===== src/hdl/alu_params.svh =====
`ifndef ALU_PARAMS_SVH
`define ALU_PARAMS_SVH

////////////////////
// datapath widths
////////////////////

// operand and result word
`define ALU_WIDTH 16

// response sequence tag
`define ALU_TAG_WIDTH 8

////////////////////
// skid chain depths
////////////////////

`define CMD_PIPE_DEPTH 2
`define RSP_PIPE_DEPTH 2

`endif


===== src/hdl/alu_rsp_pkg.sv =====
`include "alu_params.svh"

package alu_rsp_pkg;

  // one operand or result word
  typedef logic [`ALU_WIDTH-1:0] alu_word_t;

  // status bits returned with every response
  typedef struct packed {
    logic zero;
    logic negative;
    logic carry;
    logic overflow;
    logic illegal;
  } alu_flags_t;

  // output chain payload
  typedef struct packed {
    alu_word_t                 result;
    alu_flags_t                flags;
    logic [`ALU_TAG_WIDTH-1:0] tag;
  } alu_rsp_t;

endpackage


===== src/hdl/alu_op_pkg.sv =====
package alu_op_pkg;
  import alu_rsp_pkg::*;

  // command opcodes, remaining codes are illegal
  typedef enum logic [3:0] {
    OP_ADD = 4'h0,
    OP_SUB = 4'h1,
    OP_AND = 4'h2,
    OP_OR  = 4'h3,
    OP_XOR = 4'h4,
    OP_SHL = 4'h5,
    OP_SHR = 4'h6
  } alu_opcode_t;

  // input chain payload
  typedef struct packed {
    alu_opcode_t op;
    alu_word_t   a;
    alu_word_t   b;
  } alu_cmd_t;

  typedef enum logic [1:0] {
    UNIT_ARITH = 2'd0,
    UNIT_LOGIC = 2'd1,
    UNIT_SHIFT = 2'd2
  } alu_unit_t;

  // zero code gives a zero result
  typedef enum logic [1:0] {
    LOGIC_ZERO = 2'd0,
    LOGIC_AND  = 2'd1,
    LOGIC_OR   = 2'd2,
    LOGIC_XOR  = 2'd3
  } alu_logic_fn_t;

  typedef struct packed {
    alu_unit_t     unit;
    logic          invert_b;
    logic          carry_in;
    alu_logic_fn_t logic_fn;
    logic          shift_left;
    logic          illegal;
  } alu_ctrl_t;

endpackage


===== src/hdl/alu_stage_if.sv =====
// one operation between the middle stages
interface alu_stage_if
  import alu_op_pkg::*, alu_rsp_pkg::*;
();

  logic      valid;
  logic      ready;
  alu_ctrl_t ctrl;

  // operands, filled by decode
  alu_word_t a;
  alu_word_t b;

  // outcome, filled by execute
  alu_word_t result;
  logic      carry;
  logic      overflow;

  modport producer (
    output valid, ctrl, a, b, result, carry, overflow,
    input  ready
  );

  modport consumer (
    input  valid, ctrl, a, b, result, carry, overflow,
    output ready
  );

endinterface


===== src/hdl/skid_pipeline.sv =====
// output register plus one skid entry
module skid_stage #(
  parameter type T          = logic [7:0],
  parameter bit  PASS_STALL = 1'b0
) (
  input  logic clk,
  input  logic rstn,
  input  logic in_valid,
  input  T     in_data,
  output logic in_ready,
  output logic out_valid,
  output T     out_data,
  input  logic out_ready
);

  logic out_valid_r;
  T     out_data_r;
  logic out_free;

  assign out_free  = !out_valid_r || out_ready;
  assign out_valid = out_valid_r;
  assign out_data  = out_data_r;

  if (PASS_STALL) begin : g_pass
    // no skid, stall goes straight upstream
    assign in_ready = out_free;

    always_ff @(posedge clk) begin
      if (rstn) begin
        out_valid_r <= 1'b0;
      end else if (out_free) begin
        out_valid_r <= in_valid;
      end
    end

    always_ff @(posedge clk) begin
      if (in_valid && out_free) begin
        out_data_r <= in_data;
      end
    end
  end else begin : g_skid
    T     skid_data;
    logic skid_valid;
    logic ready_r;
    logic take;

    // ready is registered, high only while the skid is empty
    assign in_ready = ready_r;
    assign take     = in_valid && ready_r;

    always_ff @(posedge clk) begin
      if (rstn) begin
        out_valid_r <= 1'b0;
        skid_valid  <= 1'b0;
        ready_r     <= 1'b0;
      end else if (out_free) begin
        // skid drains first, ready was low so nothing new arrives
        out_valid_r <= skid_valid || take;
        skid_valid  <= 1'b0;
        ready_r     <= 1'b1;
      end else if (take) begin
        // stalled output, catch the item in flight
        skid_valid <= 1'b1;
        ready_r    <= 1'b0;
      end
    end

    always_ff @(posedge clk) begin
      if (out_free) begin
        out_data_r <= skid_valid ? skid_data : in_data;
      end
      if (!out_free && take) begin
        skid_data <= in_data;
      end
    end
  end

endmodule

// chain of DEPTH skid stages, DEPTH of at least one
module skid_pipeline #(
  parameter type T               = logic [7:0],
  parameter int  DEPTH           = 2,
  parameter bit  PASS_LAST_STALL = 1'b0
) (
  input  logic clk,
  input  logic rstn,
  input  logic in_valid,
  input  T     in_data,
  output logic in_ready,
  output logic out_valid,
  output T     out_data,
  input  logic out_ready
);

  logic [DEPTH:0] valid_pipe;
  logic [DEPTH:0] ready_pipe;
  T               data_pipe [0:DEPTH];

  assign valid_pipe[0]     = in_valid;
  assign data_pipe[0]      = in_data;
  assign in_ready          = ready_pipe[0];
  assign out_valid         = valid_pipe[DEPTH];
  assign out_data          = data_pipe[DEPTH];
  assign ready_pipe[DEPTH] = out_ready;

  for (genvar i = 0; i < DEPTH; i++) begin : g_stage
    // only the last stage may pass its stall through
    localparam bit STAGE_PASS = (i == DEPTH - 1) ? PASS_LAST_STALL : 1'b0;

    skid_stage #(
      .T         (T),
      .PASS_STALL(STAGE_PASS)
    ) u_stage (
      .clk      (clk),
      .rstn     (rstn),
      .in_valid (valid_pipe[i]),
      .in_data  (data_pipe[i]),
      .in_ready (ready_pipe[i]),
      .out_valid(valid_pipe[i+1]),
      .out_data (data_pipe[i+1]),
      .out_ready(ready_pipe[i+1])
    );
  end

endmodule


===== src/hdl/alu_decode.sv =====
module alu_decode
  import alu_op_pkg::*, alu_rsp_pkg::*;
(
  input  logic          clk,
  input  logic          rstn,
  input  logic          in_valid,
  input  alu_cmd_t      in_cmd,
  output logic          in_ready,
  alu_stage_if.producer dec
);

  alu_ctrl_t ctrl_d;

  // accept when the output register is empty or being taken
  assign in_ready = !dec.valid || dec.ready;

  // nothing computed at this point
  assign dec.result   = '0;
  assign dec.carry    = 1'b0;
  assign dec.overflow = 1'b0;

  ////////////////////
  // opcode decode
  ////////////////////
  always_comb begin
    ctrl_d = '0;
    ctrl_d.unit = UNIT_LOGIC;
    ctrl_d.logic_fn = LOGIC_ZERO;
    case (in_cmd.op)
      OP_ADD: ctrl_d.unit = UNIT_ARITH;
      OP_SUB: begin
        // a + ~b + 1
        ctrl_d.unit     = UNIT_ARITH;
        ctrl_d.invert_b = 1'b1;
        ctrl_d.carry_in = 1'b1;
      end
      OP_AND: ctrl_d.logic_fn = LOGIC_AND;
      OP_OR:  ctrl_d.logic_fn = LOGIC_OR;
      OP_XOR: ctrl_d.logic_fn = LOGIC_XOR;
      OP_SHL: begin
        ctrl_d.unit       = UNIT_SHIFT;
        ctrl_d.shift_left = 1'b1;
      end
      OP_SHR: ctrl_d.unit = UNIT_SHIFT;
      default: ctrl_d.illegal = 1'b1;
    endcase
  end

  always_ff @(posedge clk) begin
    if (rstn) begin
      dec.valid <= 1'b0;
    end else if (in_ready) begin
      dec.valid <= in_valid;
    end
  end

  always_ff @(posedge clk) begin
    if (in_valid && in_ready) begin
      dec.ctrl <= ctrl_d;
      dec.a    <= in_cmd.a;
      dec.b    <= in_cmd.b;
    end
  end

endmodule


===== src/hdl/alu_execute.sv =====
`include "alu_params.svh"

module alu_execute
  import alu_op_pkg::*, alu_rsp_pkg::*;
(
  input  logic          clk,
  input  logic          rstn,
  alu_stage_if.consumer dec,
  alu_stage_if.producer exe
);

  alu_word_t         b_eff;
  logic [`ALU_WIDTH:0] sum;
  logic              overflow_d;
  alu_word_t         logic_res;
  alu_word_t         shift_res;
  alu_word_t         result_d;

  assign dec.ready = !exe.valid || exe.ready;

  // operands are consumed here
  assign exe.a = '0;
  assign exe.b = '0;

  ////////////////////
  // adder
  ////////////////////
  assign b_eff = dec.ctrl.invert_b ? ~dec.b : dec.b;
  assign sum   = {1'b0, dec.a} + {1'b0, b_eff} + {{`ALU_WIDTH{1'b0}}, dec.ctrl.carry_in};

  // same sign in, other sign out
  assign overflow_d = (dec.a[`ALU_WIDTH-1] == b_eff[`ALU_WIDTH-1]) &&
                      (sum[`ALU_WIDTH-1] != dec.a[`ALU_WIDTH-1]);

  always_comb begin
    case (dec.ctrl.logic_fn)
      LOGIC_AND: logic_res = dec.a & dec.b;
      LOGIC_OR:  logic_res = dec.a | dec.b;
      LOGIC_XOR: logic_res = dec.a ^ dec.b;
      default:   logic_res = '0;
    endcase
  end

  // shift amount from the low four bits of b, zero fill
  assign shift_res = dec.ctrl.shift_left ? (dec.a << dec.b[3:0]) : (dec.a >> dec.b[3:0]);

  always_comb begin
    if (dec.ctrl.illegal) begin
      result_d = '0;
    end else begin
      case (dec.ctrl.unit)
        UNIT_ARITH: result_d = sum[`ALU_WIDTH-1:0];
        UNIT_LOGIC: result_d = logic_res;
        UNIT_SHIFT: result_d = shift_res;
        default:    result_d = '0;
      endcase
    end
  end

  always_ff @(posedge clk) begin
    if (rstn) begin
      exe.valid <= 1'b0;
    end else if (dec.ready) begin
      exe.valid <= dec.valid;
    end
  end

  // ctrl rides along so result can mask the flags
  always_ff @(posedge clk) begin
    if (dec.valid && dec.ready) begin
      exe.ctrl     <= dec.ctrl;
      exe.result   <= result_d;
      exe.carry    <= sum[`ALU_WIDTH];
      exe.overflow <= overflow_d;
    end
  end

endmodule


===== src/hdl/alu_result.sv =====
`include "alu_params.svh"

module alu_result
  import alu_op_pkg::*, alu_rsp_pkg::*;
(
  input  logic          clk,
  input  logic          rstn,
  alu_stage_if.consumer exe,
  output logic          out_valid,
  output alu_rsp_t      out_rsp,
  input  logic          out_ready
);

  logic [`ALU_TAG_WIDTH-1:0] tag_cnt;
  alu_flags_t                flags_d;
  logic                      is_arith;
  logic                      take;

  assign exe.ready = !out_valid || out_ready;
  assign take      = exe.valid && exe.ready;
  assign is_arith  = (exe.ctrl.unit == UNIT_ARITH);

  ////////////////////
  // flags
  ////////////////////
  assign flags_d.zero     = (exe.result == '0);
  assign flags_d.negative = exe.result[`ALU_WIDTH-1];
  assign flags_d.carry    = is_arith && exe.carry;
  assign flags_d.overflow = is_arith && exe.overflow;
  assign flags_d.illegal  = exe.ctrl.illegal;

  always_ff @(posedge clk) begin
    if (rstn) begin
      out_valid <= 1'b0;
      tag_cnt   <= '0;
    end else begin
      if (exe.ready) begin
        out_valid <= exe.valid;
      end
      // one tag per response registered
      if (take) begin
        tag_cnt <= tag_cnt + 1'b1;
      end
    end
  end

  always_ff @(posedge clk) begin
    if (take) begin
      out_rsp.result <= exe.result;
      out_rsp.flags  <= flags_d;
      out_rsp.tag    <= tag_cnt;
    end
  end

endmodule


===== src/hdl/stream_alu_top.sv =====
`include "alu_params.svh"

module stream_alu_top
  import alu_op_pkg::*, alu_rsp_pkg::*;
(
  input  logic                      clk,
  input  logic                      rstn,
  // command port
  input  logic                      cmd_valid,
  input  alu_opcode_t               cmd_op,
  input  alu_word_t                 cmd_a,
  input  alu_word_t                 cmd_b,
  output logic                      cmd_ready,
  // response port
  output logic                      rsp_valid,
  output alu_word_t                 rsp_result,
  output alu_flags_t                rsp_flags,
  output logic [`ALU_TAG_WIDTH-1:0] rsp_tag,
  input  logic                      rsp_ready
);

  alu_cmd_t cmd_in;
  alu_cmd_t cmd_q;
  logic     cmd_q_valid;
  logic     cmd_q_ready;

  alu_rsp_t rsp_d;
  logic     rsp_d_valid;
  logic     rsp_d_ready;
  alu_rsp_t rsp_q;

  alu_stage_if dec_if ();
  alu_stage_if exe_if ();

  assign cmd_in = '{op: cmd_op, a: cmd_a, b: cmd_b};

  ////////////////////
  // input chain
  ////////////////////
  // last stage passes the stall, decode ready is already combinational
  skid_pipeline #(
    .T              (alu_cmd_t),
    .DEPTH          (`CMD_PIPE_DEPTH),
    .PASS_LAST_STALL(1'b1)
  ) u_cmd_pipe (
    .clk      (clk),
    .rstn     (rstn),
    .in_valid (cmd_valid),
    .in_data  (cmd_in),
    .in_ready (cmd_ready),
    .out_valid(cmd_q_valid),
    .out_data (cmd_q),
    .out_ready(cmd_q_ready)
  );

  alu_decode u_decode (
    .clk     (clk),
    .rstn    (rstn),
    .in_valid(cmd_q_valid),
    .in_cmd  (cmd_q),
    .in_ready(cmd_q_ready),
    .dec     (dec_if.producer)
  );

  alu_execute u_execute (
    .clk (clk),
    .rstn(rstn),
    .dec (dec_if.consumer),
    .exe (exe_if.producer)
  );

  alu_result u_result (
    .clk      (clk),
    .rstn     (rstn),
    .exe      (exe_if.consumer),
    .out_valid(rsp_d_valid),
    .out_rsp  (rsp_d),
    .out_ready(rsp_d_ready)
  );

  ////////////////////
  // output chain
  ////////////////////
  skid_pipeline #(
    .T              (alu_rsp_t),
    .DEPTH          (`RSP_PIPE_DEPTH),
    .PASS_LAST_STALL(1'b0)
  ) u_rsp_pipe (
    .clk      (clk),
    .rstn     (rstn),
    .in_valid (rsp_d_valid),
    .in_data  (rsp_d),
    .in_ready (rsp_d_ready),
    .out_valid(rsp_valid),
    .out_data (rsp_q),
    .out_ready(rsp_ready)
  );

  assign rsp_result = rsp_q.result;
  assign rsp_flags  = rsp_q.flags;
  assign rsp_tag    = rsp_q.tag;

endmodule


===== config.mk =====
export PLATFORM = sky130hd
export DESIGN_NAME = stream_alu_top
export DESIGN_NICKNAME = d
export VERILOG_FILES = /design/src/hdl/alu_rsp_pkg.sv /design/src/hdl/alu_op_pkg.sv /design/src/hdl/alu_stage_if.sv /design/src/hdl/skid_pipeline.sv /design/src/hdl/alu_decode.sv /design/src/hdl/alu_execute.sv /design/src/hdl/alu_result.sv /design/src/hdl/stream_alu_top.sv
export VERILOG_INCLUDE_DIRS = /design/src /design/src/hdl
export SDC_FILE = /design/constraint.sdc
export NUM_CORES = 1
export LEC_CHECK = 0
export BUFFER_PORTS_ARGS = -buffer_cell sky130_fd_sc_hd__buf_2
export CELL_PAD_IN_SITES_DETAIL_PLACEMENT = 1
export CELL_PAD_IN_SITES_GLOBAL_PLACEMENT = 1
export CORE_MARGIN = 4
export CORE_UTILIZATION = 53
export DETAILED_ROUTE_END_ITERATION = 12
export PLACE_DENSITY = 0.91
export SLEW_MARGIN = 20
export SYNTH_ARGS = -nofsm -noshare
export SYNTH_HDL_FRONTEND = slang
export SYNTH_HIERARCHICAL = 1
export SYNTH_SLANG_ARGS = --single-unit

===== constraint.sdc =====
create_clock -name clk -period 5.2 [get_ports clk]
set_input_delay 0 -clock clk [delete_from_list [all_inputs] [get_ports clk]]
set_output_delay 0 -clock clk [all_outputs]
set_load 0.005 [all_outputs]

==> flow_metrics.env <==
export IMPL_syn_inst=983
export IMPL_cts_buffers=36
export IMPL_grt_setup_unrepaired="no"
export IMPL_cts_htree_levels=2
export IMPL_worstSetupPathDepth=10
export IMPL_dieArea_um2=32000
export IMPL_final_nets=1188
export IMPL_drive_gt1_share_pct=24.8
export IMPL_cp_required_ps=5460
export IMPL_timing_hold_violations_final=0
export IMPL_num_vias=8905
export IMPL_antenna_cells=0
export IMPL_std_cell_rows=62
export IMPL_min_period_ps=3510
export IMPL_finalMaxSlewViolations=0
export IMPL_finClkSkew_ps=24.0
export IMPL_r2r_cells=10
export IMPL_crit_family="compound AO/OA/AOI/OAI gates"
export IMPL_dpl_hpwl_um=22700
export IMPL_grt_pass1_vias=9439
export IMPL_dieHeight_um=179
export IMPL_path_buf_inv=1
export IMPL_final_antenna_net_count=0
export IMPL_max_stage_delay_ps=950
export IMPL_drv_cap=0
export IMPL_ios=71
export IMPL_core_area_um2=28800
export IMPL_worst_skew_pair_late_latency_ps=540
export IMPL_drc=0
export IMPL_leakage_nw=6.43
export IMPL_root_buffer="clkbuf_16"
export IMPL_path_max_fanout=17
export IMPL_grt_max_degree=47
export IMPL_via_per_inst=5.91
export IMPL_vdd_drop_max_v=0.000308
export IMPL_grt_ovfl_total=0
export IMPL_area_growth_syn_to_layout_pct=13.8
export IMPL_crit_path_cell_trace="xnor2_1 -> fa_1 -> inv_1 -> fa_1 -> a21oi_1 -> o21ai_0 -> a221oi_1 -> xnor2_1 -> a221oi_2 -> nor2_1"
export IMPL_pre_cts_slack_ps=1810
export IMPL_avgSynthCellArea_um2=15.7
export IMPL_antenna_found_initial=0
export IMPL_pwr_density_cell_nw_per_um2=316
export IMPL_grt_first_pass_wirelength_um=55100
export IMPL_cts_buffer_depth=3
export IMPL_drtIter0Drc=568
export IMPL_tns_ps=0
export IMPL_min_path_cells=4
export IMPL_hold_path_class="input port to register"
export IMPL_track_usage_pct=22.4
export IMPL_critPathSlowestCell="edfxtp_1"
export IMPL_cts_resized=0
export IMPL_place_congestion=0.919
export IMPL_setup_ws_ps=1690
export IMPL_routedWlPerCell_um=23.5
export IMPL_status="finished clean"
export IMPL_firstDrtPassIters=5
export IMPL_crit_type="register to register"
export IMPL_setup_viol=0
export IMPL_start_kind="register"
export IMPL_synth_fp_nets=1074
export IMPL_synth_area_um2=15500
export IMPL_worstSetupEndpointType="register"
export IMPL_synth_warnings=6
export IMPL_io_buffers=70
export IMPL_wirelength_um=35500
export IMPL_arrival_ps=3770
export IMPL_worst_slew_pin_slew_ps=1080
export IMPL_cts_tree="done"
export IMPL_cts_sinks=333
export IMPL_fp_dieW_um=179
export IMPL_clock_fmax_mhz=285
export IMPL_relSlewSlack_pct=27.8
export IMPL_start_util_pct=53.7
export IMPL_clkTransAtPathRegs_ps=60
export IMPL_fin_crit_sh_pct=67.5
[layout make-up]
type	count	area [µm²]
well taps	384	480
clock buffers	43	927
multi-input cells	557	5190
flip-flops and latches	333	9790
inverters	46	173
clock inverters	21	169
fillers	2606	11200
repair buffers	123	860
[cells in the final DEF, fill, tap and decap left out, drive strengths merged, types with 9 or more instances in the layout]
cell type	count
a211oi	9
a21oi	44
buf	85
clkbuf	43
clkinv	18
dfxtp	21
dlygate4sd3	38
edfxtp	312
ha	49
inv	45
mux2	98
mux2i	25
mux4	29
nand2	35
nand2b	15
nand3	14
nor2	38
nor2b	9
nor3	15
o211ai	13
o21ai	30
o22ai	15
xor2	20
[through the flow]
step                      power, mW  hold WS, ps  std cells  area (µm²)  utilization [%]
after CTS                      5.61          143       1505       17600             61.0
after global routing           5.75          183       1507       17600             61.1
after detailed placement       3.21          195       1403       16100             55.9
after global placement         3.19          193       1403       16100             55.9
final                          5.56          169       1507       17600             61.1
after floorplan                3.14         62.4        983       15500                -
[where the power goes]
group / switching, mW / internal (mW)
Combinational: 0.103 / 0.103
Clock: 1.05 / 1.34
Sequential: 0.0269 / 2.95
Total: 1.18 / 4.39
[repair_timing]
action	4_1_cts	5_1_grt
hold buffers	38	0
endpoints found under the hold margin	89	0
buffers inserted	0	0
endpoints found under the setup margin	0	0
[flip-flops by register name (all words and copies together), names as in the netlist, 2 cells and up]
name	count
u_rsp_pipe/g_stage.u_stage/in_ready	2
u_decode/dec.b	16
u_execute/exe.result	16
u_cmd_pipe/g_stage.u_stage/g_skid.skid_data	36
u_result/out_rsp	28
u_rsp_pipe/g_stage.u_stage/out_valid	2
u_rsp_pipe/g_stage.u_stage/g_skid.skid_data	58
u_cmd_pipe/g_stage.u_stage/out_data	72
u_result/tag_cnt	8
u_rsp_pipe/g_stage.u_stage/g_skid.skid_valid	2
u_decode/dec.ctrl	7
u_rsp_pipe/g_stage.u_stage/out_data	58
u_execute/exe.ctrl	3
u_decode/dec.a	16
u_cmd_pipe/g_stage.u_stage/out_valid	2
[per-layer routing]
metal,up-vias,global-route usage [%],share of wire [%]
li1,4034,-,-
met1,4520,27.3,39
met2,288,41.6,54
met3,63,3.52,4.8
met4,0,5.69,2.4
met5,-,0,0
[worst reg2reg max path, stage by stage (launching register included)]
cell	delay (ps)
edfxtp_1	950
xnor2_1	230
fa_1	260
inv_1	70
fa_1	420
a21oi_1	250
o21ai_0	240
a221oi_1	330
xnor2_1	140
a221oi_2	280
nor2_1	70
[path summary, 6_finish.rpt]
| check | slack (ps) | end | startpoint |
|---|---|---|---|
| setup / recovery | 1690 | u_execute/exe.result[8]$_SDFFCE_PP0P_ | u_decode/dec.ctrl[5]$_DFFE_PP_ |
| hold / removal | 170 | u_rsp_pipe/g_stage[1].u_stage/g_skid.skid_valid$_SDFFE_PP0P_ | rsp_ready |
| setup reg to reg | 1690 | u_execute/exe.result[8]$_SDFFCE_PP0P_ | u_decode/dec.ctrl[5]$_DFFE_PP_ |
| hold reg to reg | 400 | u_decode/dec.b[13]$_DFFE_PP_ | u_cmd_pipe/g_stage[1].u_stage/out_data[13]$_DFFE_PP_ |
No activity file was read; power rests on OpenSTA's default activity.
